`src/rtl/core_pkg.sv`:
```
`default_nettype none

package core_pkg;

  // ==================================================
  // Widths and vector types
  // ==================================================
  localparam int XLEN        = 32;
  localparam int REG_IDX_W   = 5;
  localparam int INSTR_BYTES = 4;

  typedef logic [XLEN-1:0]      word_t;
  typedef logic [REG_IDX_W-1:0] reg_idx_t;
  typedef logic [2:0]           alu_op_t;
  typedef logic [1:0]           fwd_sel_t;

  // ==================================================
  // Instruction encodings
  // ==================================================
  // Major opcodes in instr[6:0]
  localparam logic [6:0] OPC_REG    = 7'b0110011;
  localparam logic [6:0] OPC_IMM    = 7'b0010011;
  localparam logic [6:0] OPC_LOAD   = 7'b0000011;
  localparam logic [6:0] OPC_STORE  = 7'b0100011;
  localparam logic [6:0] OPC_BRANCH = 7'b1100011;

  localparam logic [2:0] FUNCT3_BEQ = 3'b000;
  localparam logic [2:0] FUNCT3_BNE = 3'b001;

  // ==================================================
  // ALU operations and operand sources
  // ==================================================
  localparam alu_op_t ALU_ADD = 3'd0;
  localparam alu_op_t ALU_SUB = 3'd1;
  localparam alu_op_t ALU_AND = 3'd2;
  localparam alu_op_t ALU_OR  = 3'd3;
  localparam alu_op_t ALU_XOR = 3'd4;
  localparam alu_op_t ALU_SLT = 3'd5;

  // Where an execute operand comes from
  localparam fwd_sel_t FWD_NONE = 2'd0;
  localparam fwd_sel_t FWD_MEM  = 2'd1;
  localparam fwd_sel_t FWD_WB   = 2'd2;

endpackage

`default_nettype wire

```
`src/rtl/hazard_unit.sv`:
```
`default_nettype none

module hazard_unit (
  input  core_pkg::reg_idx_t id_rs1_i,
  input  core_pkg::reg_idx_t id_rs2_i,
  input  core_pkg::reg_idx_t ex_rs1_i,
  input  core_pkg::reg_idx_t ex_rs2_i,
  input  core_pkg::reg_idx_t ex_rd_i,
  input  core_pkg::reg_idx_t mem_rd_i,
  input  core_pkg::reg_idx_t wb_rd_i,
  input  logic               ex_mem_read_i,
  input  logic               mem_reg_write_i,
  input  logic               wb_reg_write_i,
  input  logic               branch_taken_i,
  output logic               stall_o,
  output logic               flush_o,
  output core_pkg::fwd_sel_t fwd_a_sel_o,
  output core_pkg::fwd_sel_t fwd_b_sel_o
);
  import core_pkg::*;

  logic load_use;

  // Nearest older write wins, so the memory stage overrides writeback.
  // Writes to x0 never carry an enable, so index zero cannot match.
  function automatic fwd_sel_t fwd_pick(input reg_idx_t src);
    fwd_sel_t sel;
    sel = FWD_NONE;
    if (wb_reg_write_i && (wb_rd_i == src)) begin
      sel = FWD_WB;
    end
    if (mem_reg_write_i && (mem_rd_i == src)) begin
      sel = FWD_MEM;
    end
    return sel;
  endfunction

  always_comb begin
    fwd_a_sel_o = fwd_pick(ex_rs1_i);
    fwd_b_sel_o = fwd_pick(ex_rs2_i);
  end

  // ==================================================
  // Load-use stall and branch flush
  // ==================================================
  // Load data only exists after the memory stage
  assign load_use = ex_mem_read_i && (ex_rd_i != '0) &&
                    ((ex_rd_i == id_rs1_i) || (ex_rd_i == id_rs2_i));

  // Flush has priority
  assign stall_o = load_use && !branch_taken_i;
  assign flush_o = branch_taken_i;

endmodule

`default_nettype wire

```
`src/rtl/fetch_stage.sv`:
```
`default_nettype none

module fetch_stage #(
  parameter core_pkg::word_t RESET_PC = '0
) (
  input  logic            clk_i,
  input  logic            rst_i,
  input  core_pkg::word_t imem_data_i,
  input  logic            stall_i,
  input  logic            flush_i,
  input  core_pkg::word_t branch_target_i,
  output core_pkg::word_t imem_addr_o,
  output core_pkg::word_t if_pc_o,
  output core_pkg::word_t if_instr_o,
  output logic            if_valid_o
);
  import core_pkg::*;

  word_t pc;

  assign imem_addr_o = pc;

  // Not-taken prediction keeps the pc sequential until execute redirects
  always_ff @(posedge clk_i) begin
    if (rst_i) begin
      pc <= RESET_PC;
    end else if (flush_i) begin
      pc <= branch_target_i;
    end else if (!stall_i) begin
      pc <= pc + word_t'(INSTR_BYTES);
    end
  end

  // IF/ID valid bit
  always_ff @(posedge clk_i) begin
    if (rst_i || flush_i) begin
      if_valid_o <= 1'b0;
    end else if (!stall_i) begin
      if_valid_o <= 1'b1;
    end
  end

  always_ff @(posedge clk_i) begin
    if (!stall_i) begin
      if_pc_o    <= pc;
      if_instr_o <= imem_data_i;
    end
  end

endmodule

`default_nettype wire

```
`src/rtl/decode_stage.sv`:
```
`default_nettype none

module decode_stage (
  input  logic               clk_i,
  input  logic               rst_i,
  input  core_pkg::word_t    if_pc_i,
  input  core_pkg::word_t    if_instr_i,
  input  logic               if_valid_i,
  input  logic               stall_i,
  input  logic               flush_i,
  input  logic               wb_reg_write_i,
  input  core_pkg::reg_idx_t wb_rd_i,
  input  core_pkg::word_t    wb_data_i,
  output core_pkg::reg_idx_t id_rs1_o,
  output core_pkg::reg_idx_t id_rs2_o,
  output core_pkg::reg_idx_t ex_rs1_o,
  output core_pkg::reg_idx_t ex_rs2_o,
  output core_pkg::reg_idx_t ex_rd_o,
  output core_pkg::word_t    ex_pc_o,
  output core_pkg::word_t    ex_a_o,
  output core_pkg::word_t    ex_b_o,
  output core_pkg::word_t    ex_imm_o,
  output core_pkg::alu_op_t  ex_alu_op_o,
  output logic               ex_use_imm_o,
  output logic               ex_reg_write_o,
  output logic               ex_mem_read_o,
  output logic               ex_mem_write_o,
  output logic               ex_branch_o,
  output logic               ex_branch_ne_o
);
  import core_pkg::*;

  word_t      regs [32];
  logic [6:0] opcode;
  logic [6:0] funct7;
  logic [2:0] funct3;
  reg_idx_t   rd;
  word_t      imm;
  alu_op_t    alu_op;
  logic       use_imm;
  logic       reg_write;
  logic       mem_read;
  logic       mem_write;
  logic       branch;

  assign opcode   = if_instr_i[6:0];
  assign rd       = if_instr_i[11:7];
  assign funct3   = if_instr_i[14:12];
  assign funct7   = if_instr_i[31:25];
  assign id_rs1_o = if_instr_i[19:15];
  assign id_rs2_o = if_instr_i[24:20];

  // ==================================================
  // Decoder and immediates
  // ==================================================
  always_comb begin
    alu_op    = ALU_ADD;
    imm       = '0;
    use_imm   = 1'b0;
    reg_write = 1'b0;
    mem_read  = 1'b0;
    mem_write = 1'b0;
    branch    = 1'b0;
    if (if_valid_i) begin
      case (opcode)
        OPC_REG: begin
          reg_write = 1'b1;
          case (funct3)
            3'b000:  alu_op = if_instr_i[30] ? ALU_SUB : ALU_ADD;
            3'b111:  alu_op = ALU_AND;
            3'b110:  alu_op = ALU_OR;
            3'b100:  alu_op = ALU_XOR;
            3'b010:  alu_op = ALU_SLT;
            default: reg_write = 1'b0;
          endcase
          // Only SUB may set funct7[5]
          if ((funct7 != 7'b0) && !((funct7 == 7'b0100000) && (funct3 == 3'b000))) begin
            reg_write = 1'b0;
          end
        end
        OPC_IMM: begin
          // ADDI only
          reg_write = (funct3 == 3'b000);
          use_imm   = 1'b1;
          imm       = {{20{if_instr_i[31]}}, if_instr_i[31:20]};
        end
        OPC_LOAD: begin
          reg_write = (funct3 == 3'b010);
          mem_read  = (funct3 == 3'b010);
          use_imm   = 1'b1;
          imm       = {{20{if_instr_i[31]}}, if_instr_i[31:20]};
        end
        OPC_STORE: begin
          mem_write = (funct3 == 3'b010);
          use_imm   = 1'b1;
          imm       = {{20{if_instr_i[31]}}, if_instr_i[31:25], if_instr_i[11:7]};
        end
        OPC_BRANCH: begin
          branch = (funct3 == FUNCT3_BEQ) || (funct3 == FUNCT3_BNE);
          imm    = {{19{if_instr_i[31]}}, if_instr_i[31], if_instr_i[7],
                    if_instr_i[30:25], if_instr_i[11:8], 1'b0};
        end
        default: ;
      endcase
      if (rd == '0) begin
        reg_write = 1'b0;
      end
    end
  end

  // ==================================================
  // Write-through register file
  // ==================================================
  function automatic word_t rf_read(input reg_idx_t idx);
    if (idx == '0) begin
      return '0;
    end
    if (wb_reg_write_i && (wb_rd_i == idx)) begin
      return wb_data_i;
    end
    return regs[idx];
  endfunction

  always_ff @(posedge clk_i) begin
    if (wb_reg_write_i && (wb_rd_i != '0)) begin
      regs[wb_rd_i] <= wb_data_i;
    end
  end

  // ID/EX control takes a bubble on stall or flush
  always_ff @(posedge clk_i) begin
    if (rst_i || stall_i || flush_i) begin
      ex_reg_write_o <= 1'b0;
      ex_mem_read_o  <= 1'b0;
      ex_mem_write_o <= 1'b0;
      ex_branch_o    <= 1'b0;
    end else begin
      ex_reg_write_o <= reg_write;
      ex_mem_read_o  <= mem_read;
      ex_mem_write_o <= mem_write;
      ex_branch_o    <= branch;
    end
  end

  always_ff @(posedge clk_i) begin
    ex_rs1_o       <= id_rs1_o;
    ex_rs2_o       <= id_rs2_o;
    ex_rd_o        <= rd;
    ex_pc_o        <= if_pc_i;
    ex_a_o         <= rf_read(id_rs1_o);
    ex_b_o         <= rf_read(id_rs2_o);
    ex_imm_o       <= imm;
    ex_alu_op_o    <= alu_op;
    ex_use_imm_o   <= use_imm;
    ex_branch_ne_o <= (funct3 == FUNCT3_BNE);
  end

endmodule

`default_nettype wire

```
`src/rtl/execute_stage.sv`:
```
`default_nettype none

module execute_stage (
  input  logic               clk_i,
  input  logic               rst_i,
  input  core_pkg::word_t    ex_pc_i,
  input  core_pkg::word_t    ex_a_i,
  input  core_pkg::word_t    ex_b_i,
  input  core_pkg::word_t    ex_imm_i,
  input  core_pkg::reg_idx_t ex_rd_i,
  input  core_pkg::alu_op_t  ex_alu_op_i,
  input  logic               ex_use_imm_i,
  input  logic               ex_reg_write_i,
  input  logic               ex_mem_read_i,
  input  logic               ex_mem_write_i,
  input  logic               ex_branch_i,
  input  logic               ex_branch_ne_i,
  input  core_pkg::fwd_sel_t fwd_a_sel_i,
  input  core_pkg::fwd_sel_t fwd_b_sel_i,
  input  core_pkg::word_t    mem_fwd_data_i,
  input  core_pkg::word_t    wb_fwd_data_i,
  output logic               branch_taken_o,
  output core_pkg::word_t    branch_target_o,
  output core_pkg::word_t    mem_result_o,
  output core_pkg::word_t    mem_store_data_o,
  output core_pkg::reg_idx_t mem_rd_o,
  output logic               mem_reg_write_o,
  output logic               mem_mem_read_o,
  output logic               mem_mem_write_o
);
  import core_pkg::*;

  word_t op_a;
  word_t rs2_val;
  word_t op_b;
  word_t alu_result;

  function automatic word_t fwd_mux(input fwd_sel_t sel, input word_t reg_val);
    case (sel)
      FWD_MEM: return mem_fwd_data_i;
      FWD_WB:  return wb_fwd_data_i;
      default: return reg_val;
    endcase
  endfunction

  always_comb begin
    op_a    = fwd_mux(fwd_a_sel_i, ex_a_i);
    rs2_val = fwd_mux(fwd_b_sel_i, ex_b_i);
  end

  assign op_b = ex_use_imm_i ? ex_imm_i : rs2_val;

  always_comb begin
    case (ex_alu_op_i)
      ALU_ADD: alu_result = op_a + op_b;
      ALU_SUB: alu_result = op_a - op_b;
      ALU_AND: alu_result = op_a & op_b;
      ALU_OR:  alu_result = op_a | op_b;
      ALU_XOR: alu_result = op_a ^ op_b;
      ALU_SLT: alu_result = {31'b0, $signed(op_a) < $signed(op_b)};
      default: alu_result = '0;
    endcase
  end

  // BEQ/BNE resolve here and redirect to pc + B immediate
  assign branch_taken_o  = ex_branch_i && ((op_a == rs2_val) != ex_branch_ne_i);
  assign branch_target_o = ex_pc_i + ex_imm_i;

  // EX/MEM
  always_ff @(posedge clk_i) begin
    if (rst_i) begin
      mem_reg_write_o <= 1'b0;
      mem_mem_read_o  <= 1'b0;
      mem_mem_write_o <= 1'b0;
    end else begin
      mem_reg_write_o <= ex_reg_write_i;
      mem_mem_read_o  <= ex_mem_read_i;
      mem_mem_write_o <= ex_mem_write_i;
    end
  end

  always_ff @(posedge clk_i) begin
    mem_result_o     <= alu_result;
    mem_store_data_o <= rs2_val;
    mem_rd_o         <= ex_rd_i;
  end

endmodule

`default_nettype wire

```
`src/rtl/memory_stage.sv`:
```
`default_nettype none

module memory_stage #(
  parameter int DMEM_WORDS = 64
) (
  input  logic               clk_i,
  input  logic               rst_i,
  input  core_pkg::word_t    mem_result_i,
  input  core_pkg::word_t    mem_store_data_i,
  input  core_pkg::reg_idx_t mem_rd_i,
  input  logic               mem_reg_write_i,
  input  logic               mem_mem_read_i,
  input  logic               mem_mem_write_i,
  output logic               wb_reg_write_o,
  output core_pkg::reg_idx_t wb_rd_o,
  output core_pkg::word_t    wb_data_o
);
  import core_pkg::*;

  localparam int IDX_W = $clog2(DMEM_WORDS);

  word_t            dmem [DMEM_WORDS];
  logic [IDX_W-1:0] word_idx;
  word_t            load_data;

  // Word addressing ignores the byte offset
  assign word_idx  = mem_result_i[IDX_W+1:2];
  assign load_data = dmem[word_idx];

  always_ff @(posedge clk_i) begin
    if (mem_mem_write_i) begin
      dmem[word_idx] <= mem_store_data_i;
    end
  end

  // MEM/WB
  always_ff @(posedge clk_i) begin
    if (rst_i) begin
      wb_reg_write_o <= 1'b0;
    end else begin
      wb_reg_write_o <= mem_reg_write_i;
    end
  end

  always_ff @(posedge clk_i) begin
    wb_rd_o   <= mem_rd_i;
    wb_data_o <= mem_mem_read_i ? load_data : mem_result_i;
  end

endmodule

`default_nettype wire

```
`src/rtl/core_top.sv`:
```
`default_nettype none

module core_top #(
  parameter core_pkg::word_t RESET_PC   = '0,
  parameter int              DMEM_WORDS = 64
) (
  input  logic               clk_i,
  input  logic               rst_i,
  input  core_pkg::word_t    imem_data_i,
  output core_pkg::word_t    imem_addr_o,
  output logic               wb_valid_o,
  output core_pkg::reg_idx_t wb_rd_o,
  output core_pkg::word_t    wb_data_o
);
  import core_pkg::*;

  // Fetch to decode
  word_t    if_pc;
  word_t    if_instr;
  logic     if_valid;

  // Hazard control
  logic     stall;
  logic     flush;
  fwd_sel_t fwd_a_sel;
  fwd_sel_t fwd_b_sel;

  // ID/EX contents
  reg_idx_t id_rs1;
  reg_idx_t id_rs2;
  reg_idx_t ex_rs1;
  reg_idx_t ex_rs2;
  reg_idx_t ex_rd;
  word_t    ex_pc;
  word_t    ex_a;
  word_t    ex_b;
  word_t    ex_imm;
  alu_op_t  ex_alu_op;
  logic     ex_use_imm;
  logic     ex_reg_write;
  logic     ex_mem_read;
  logic     ex_mem_write;
  logic     ex_branch;
  logic     ex_branch_ne;

  // Branch resolution and EX/MEM contents
  logic     branch_taken;
  word_t    branch_target;
  word_t    mem_result;
  word_t    mem_store_data;
  reg_idx_t mem_rd;
  logic     mem_reg_write;
  logic     mem_mem_read;
  logic     mem_mem_write;

  fetch_stage #(.RESET_PC(RESET_PC)) u_fetch (
    .clk_i(clk_i), .rst_i(rst_i), .imem_data_i(imem_data_i),
    .stall_i(stall), .flush_i(flush), .branch_target_i(branch_target),
    .imem_addr_o(imem_addr_o), .if_pc_o(if_pc), .if_instr_o(if_instr), .if_valid_o(if_valid)
  );

  decode_stage u_decode (
    .clk_i(clk_i), .rst_i(rst_i),
    .if_pc_i(if_pc), .if_instr_i(if_instr), .if_valid_i(if_valid),
    .stall_i(stall), .flush_i(flush),
    .wb_reg_write_i(wb_valid_o), .wb_rd_i(wb_rd_o), .wb_data_i(wb_data_o),
    .id_rs1_o(id_rs1), .id_rs2_o(id_rs2),
    .ex_rs1_o(ex_rs1), .ex_rs2_o(ex_rs2), .ex_rd_o(ex_rd),
    .ex_pc_o(ex_pc), .ex_a_o(ex_a), .ex_b_o(ex_b), .ex_imm_o(ex_imm),
    .ex_alu_op_o(ex_alu_op), .ex_use_imm_o(ex_use_imm), .ex_reg_write_o(ex_reg_write),
    .ex_mem_read_o(ex_mem_read), .ex_mem_write_o(ex_mem_write),
    .ex_branch_o(ex_branch), .ex_branch_ne_o(ex_branch_ne)
  );

  execute_stage u_execute (
    .clk_i(clk_i), .rst_i(rst_i),
    .ex_pc_i(ex_pc), .ex_a_i(ex_a), .ex_b_i(ex_b), .ex_imm_i(ex_imm), .ex_rd_i(ex_rd),
    .ex_alu_op_i(ex_alu_op), .ex_use_imm_i(ex_use_imm), .ex_reg_write_i(ex_reg_write),
    .ex_mem_read_i(ex_mem_read), .ex_mem_write_i(ex_mem_write),
    .ex_branch_i(ex_branch), .ex_branch_ne_i(ex_branch_ne),
    .fwd_a_sel_i(fwd_a_sel), .fwd_b_sel_i(fwd_b_sel),
    .mem_fwd_data_i(mem_result), .wb_fwd_data_i(wb_data_o),
    .branch_taken_o(branch_taken), .branch_target_o(branch_target),
    .mem_result_o(mem_result), .mem_store_data_o(mem_store_data), .mem_rd_o(mem_rd),
    .mem_reg_write_o(mem_reg_write), .mem_mem_read_o(mem_mem_read),
    .mem_mem_write_o(mem_mem_write)
  );

  memory_stage #(.DMEM_WORDS(DMEM_WORDS)) u_memory (
    .clk_i(clk_i), .rst_i(rst_i),
    .mem_result_i(mem_result), .mem_store_data_i(mem_store_data), .mem_rd_i(mem_rd),
    .mem_reg_write_i(mem_reg_write), .mem_mem_read_i(mem_mem_read),
    .mem_mem_write_i(mem_mem_write),
    .wb_reg_write_o(wb_valid_o), .wb_rd_o(wb_rd_o), .wb_data_o(wb_data_o)
  );

  hazard_unit u_hazard (
    .id_rs1_i(id_rs1), .id_rs2_i(id_rs2), .ex_rs1_i(ex_rs1), .ex_rs2_i(ex_rs2),
    .ex_rd_i(ex_rd), .mem_rd_i(mem_rd), .wb_rd_i(wb_rd_o),
    .ex_mem_read_i(ex_mem_read), .mem_reg_write_i(mem_reg_write),
    .wb_reg_write_i(wb_valid_o), .branch_taken_i(branch_taken),
    .stall_o(stall), .flush_o(flush), .fwd_a_sel_o(fwd_a_sel), .fwd_b_sel_o(fwd_b_sel)
  );

endmodule

`default_nettype wire

```
`config.mk`:
```
export PLATFORM = sky130hd
export DESIGN_NAME = core_top
export DESIGN_NICKNAME = d
export VERILOG_FILES = /design/src/rtl/core_pkg.sv /design/src/rtl/hazard_unit.sv /design/src/rtl/fetch_stage.sv /design/src/rtl/decode_stage.sv /design/src/rtl/execute_stage.sv /design/src/rtl/memory_stage.sv /design/src/rtl/core_top.sv
export SDC_FILE = /design/constraint.sdc
export NUM_CORES = 2
export LEC_CHECK = 0
export ABC_CLOCK_PERIOD_IN_PS = 7100
export BUFFER_PORTS_ARGS = -buffer_cell sky130_fd_sc_hd__clkbuf_2
export CORE_MARGIN = 3
export CORE_UTILIZATION = 30
export CTS_CLUSTER_SIZE = 40
export DETAILED_ROUTE_END_ITERATION = 10
export SLEW_MARGIN = 10
export SYNTH_ARGS = -nofsm -noshare
export SYNTH_HDL_FRONTEND = slang
export SYNTH_SLANG_ARGS = --single-unit
export TNS_END_PERCENT = 1
```
`constraint.sdc`:
```
create_clock -name clk_i -period 7.1 [get_ports clk_i]
set_clock_uncertainty 0.2 [all_clocks]
set_input_delay 2.13 -clock clk_i [delete_from_list [all_inputs] [get_ports clk_i]]
set_output_delay 2.13 -clock clk_i [all_outputs]
set_load 0.005 [all_outputs]
```
==> flow_summary.yaml <==
outcome:
  outcome: "finished clean"
pwr:
  power.internal_mw: 36.67
  comb_power_share_pct: 18.9
  power.share.sequential_pct: 46.7
  switching_share_pct: 29.00
  power.net_switching_mw: 14.98
  worst_ir_drop_vdd_uv: 218.8
  total_leakage_power_nw: 50.07
  pwr_density_cell_nw_per_um2: 321.8
  share_clk_of_total_power_pct: 34.4
synthesis:
  synthDistinctLibCells: 95
  synth-edff-count: 3136
  synth_sequential_area_ratio_pct: 71.24
  most_frequently_used_cell_type_in_the_post_synthesis_netlist: "sky130_fd_sc_hd__edfxtp_1"
  top_cell_types_by_occurrence_after_synthesis: "sky130_fd_sc_hd__edfxtp_1, sky130_fd_sc_hd__mux4_2, sky130_fd_sc_hd__a22oi_1"
  predominant_post_synthesis_flop_cell: "sky130_fd_sc_hd__edfxtp_1"
  yosys.area_share.adder_pct: 1.203
  synth_largest_type_area_fraction_pct: 67.16
  synth_top_area_cell: "sky130_fd_sc_hd__edfxtp_1"
  synth_compound_gate_area_share_pct: 10.43
  synth.cell_area_um2: 140200
  synthCells: 7976
  synth.ff_latch_count: 3422
  post_synth_and_or_nand_nor_area_fraction_pct: 2.923
  mux_share_of_post_synthesis_cell_area_pct: 11.35
  synth_top_family_by_area: "multiplexers"
  syn_avg_cell_area_um2: 17.58
  synth.area.top_cells: "sky130_fd_sc_hd__edfxtp_1, sky130_fd_sc_hd__mux4_2, sky130_fd_sc_hd__dfxtp_1"
  synth-async-reset-ratio_pct: 0
  synth-xor-area-share_pct: 0.9672
  ys.warnings.count: 0
floorplanning:
  floorplan.initialDensity_pct: 30.19
  floorplan.die_area_um2: 475700
  core_area_um2: 464500
  ios: 104
  die_h_um: 689.7
  die_w_um: 689.7
  rows: 250
global_routing:
  global_route.usage.total_pct: 17.56
  grt_pass1_vias: 81170
  grt_util_met3_pct: 2.498
  largest_net_degree_at_the_start_of_global_routing: 137
  initial_antenna_violation_count: 9
  grtUsageMet2_pct: 28.61
  grt_pass1_wl_mm: 610.4
  met1_capacity_usage_during_global_routing_pct: 23.86
  globalRoute.busiestLayer: "met2"
  gr_overflow_total: 0
detailed_routing:
  post_drt_wl_per_cell_um: 29.52
  final_antenna_net_count: 0
  routed_wirelength_mm: 431.4
  drt_pass1_iterations: 8
  detailed_router_s_first_iteration_violation_count: 10900
  route.detailed.drc: 0
  via_total_after_detailed_routing: 82620
  vias_per_cell: 5.653
clock_network:
  cts_sinks: 3422
  cts_made_buffers: 330
  h-tree-depth: 5
  clock_latency_ns: 0.92
  tritoncts: "done"
  post_cts_resized: 0
  cts.reportedPaths.clkPinSlew_ns: 0.06
  holdBufCountCts: 0
  postCtsSetupBuffers: 0
  clk_path_buf_depth: 4
  clockRootBuffer: "sky130_fd_sc_hd__clkbuf_16"
sta:
  final_hold_vios: 0
  timing.max_slew.rel_slack_pct: 12.84
  worstMarginPinSlew_ns: 1.295
  final_min_period_over_clock_period_pct: 91.37
  grt_setup_unrepaired: "no"
  timing.fmax_ghz: 0.1541
  final_critical_delay_including_setup_and_external_delays_ns: 6.488
  fin_setup_tns_ns: 0
  finalSetupViolations: 0
  report.final.slew_viol_count: 0
worst_hold_path:
  hold_class: "register to register"
critical_path:
  crit_required_ns: 7.48
  cp-start-kind: "register"
  timing.setup.critical_path_class: "register to register"
  setup.worst_path.end_class: "register"
  path_max_fanout: 40
  arrival_ns: 6.87
placement:
  gp_congestion: 0.8866
  buffers_on_ports: 103
  detailed_place_hpwl_mm: 249.5
  post-place-cells: 14020
flow_run:
  maxCapViolCount: 0
finish:
  post_route_cells_drive_above_1_share_pct: 20.48
  final_cell_count_without_fillers: 14620
  area_growth_pct: 14.47
  finalNetCount: 8345
-- flip-flops by register name, indices dropped and copies added (netlist names), 3 cells and up, named ones only --
name,flops
u_decode.ex_a_o,32
u_decode.ex_alu_op_o,3
u_decode.ex_b_o,32
u_decode.ex_imm_o,13
u_decode.ex_pc_o,32
u_decode.ex_rd_o,5
u_decode.ex_rs1_o,5
u_decode.ex_rs2_o,5
u_decode.regs,1024
u_execute.mem_rd_o,5
u_execute.mem_result_o,32
u_execute.mem_store_data_o,32
u_fetch.if_instr_o,32
u_fetch.if_pc_o,32
u_fetch.imem_addr_o,32
u_memory.dmem,2048
u_memory.wb_data_o,32
u_memory.wb_rd_o,5
-- final timing paths --
kind / end / cells after the start / slack (ns) / startpoint
max: u_fetch.if_instr_o[29] / 13 / 0.61 / u_decode.ex_rs2_o[3]
max reg2reg: u_fetch.if_instr_o[29] / 13 / 0.61 / u_decode.ex_rs2_o[3]
min reg2reg: u_decode.ex_pc_o[12] / 0 / 0.14 / u_fetch.if_pc_o[12]
min: u_decode.ex_pc_o[12] / 0 / 0.14 / u_fetch.if_pc_o[12]
-- layer usage --
layer  wire length [um]  up-vias
li1                   -    33780
met1             172100    43590
met2             205400     4510
met3              36350      740
met4              17590        2
met5                 11        -
-- power by group through the flow --
stage	combinational [mW]	sequential (mW)	clock (mW)
finish	9.77	24.1	17.8
global route	10.3	24.2	18.8
CTS	9.75	24.1	18.0
detailed placement	9.72	24.6	0
global placement	9.59	24.5	0
floorplan	4.86	24.7	0
-- cell families (layout without fill, tap and decap cells) --
logic type                 Yosys count  in the layout
DFF                               3422           3422
other                                1             35
adders and majority gates          133            133
xor gates and xnor gates           148            148
muxes                              783            783
buffers and inverters              673           1104
and+or+nand+nor                    843            843
AOI/OAI and AO/OA                 1973           1973
-- worst max-delay path, stage by stage (launching register included) --
cell and delay [ns]:
sky130_fd_sc_hd__dfxtp_1 0.40, sky130_fd_sc_hd__xnor2_1 0.17, sky130_fd_sc_hd__nand4_1 0.34, sky130_fd_sc_hd__or2_2 0.69, sky130_fd_sc_hd__buf_4 0.38, sky130_fd_sc_hd__nor2_2 0.90, sky130_fd_sc_hd__a221oi_1 0.31, sky130_fd_sc_hd__nor4_1 0.66
sky130_fd_sc_hd__nand4_2 0.48, sky130_fd_sc_hd__o21a_1 0.54, sky130_fd_sc_hd__nor3_2 0.19, sky130_fd_sc_hd__buf_4 0.30, sky130_fd_sc_hd__inv_2 0.24, sky130_fd_sc_hd__buf_4 0.32
-- cells in the final DEF (no fill, tap or decap), types with 99 or more instances in the layout --
cell | Yosys | layout
sky130_fd_sc_hd__edfxtp_1 | 3136 | 3136
sky130_fd_sc_hd__a22o_1 | 240 | 240
sky130_fd_sc_hd__nand2_1 | 150 | 148
sky130_fd_sc_hd__a21oi_1 | 190 | 190
sky130_fd_sc_hd__mux2i_1 | 121 | 121
sky130_fd_sc_hd__a31oi_1 | 265 | 265
sky130_fd_sc_hd__nor2_4 | 0 | 99
sky130_fd_sc_hd__nor2_1 | 327 | 225
sky130_fd_sc_hd__ha_1 | 130 | 130
sky130_fd_sc_hd__inv_1 | 117 | 116
sky130_fd_sc_hd__xnor2_1 | 104 | 104
sky130_fd_sc_hd__clkbuf_2 | 0 | 103
sky130_fd_sc_hd__a221oi_1 | 264 | 264
sky130_fd_sc_hd__dfxtp_1 | 286 | 242
sky130_fd_sc_hd__mux4_2 | 641 | 641
sky130_fd_sc_hd__buf_4 | 12 | 271
sky130_fd_sc_hd__clkbuf_16 | 0 | 343
sky130_fd_sc_hd__a22oi_1 | 556 | 556
-- area by class of cell --
type	count	area [um2]
fill	43200	304000
timing repair buffer	394	2950
sequential	3422	99980
inverter	118	442.9
antenna	3	7.507
clock buffer	421	8966
clock inverter	171	1772
tap	6174	7725
multi-input combinational	3912	38680
-- through the flow --
step           util [%]  setup slack [ns]  hold WS [ns]  instance area (um2)  total power [mW]
6_report          34.56            0.6125        0.1396               160500             51.65
3_5_place_dp      32.24            0.8148        0.1269               149700             34.28
3_3_place_gp      32.24            0.9667        0.1282               149700             34.14
4_1_cts           34.55            0.8096        0.1394               160500             51.89
5_1_grt           34.55            0.3528        0.1471               160500             53.21
2_1_floorplan         -             1.691        0.1233               140300             29.55
(Power assumes the default switching activity.)
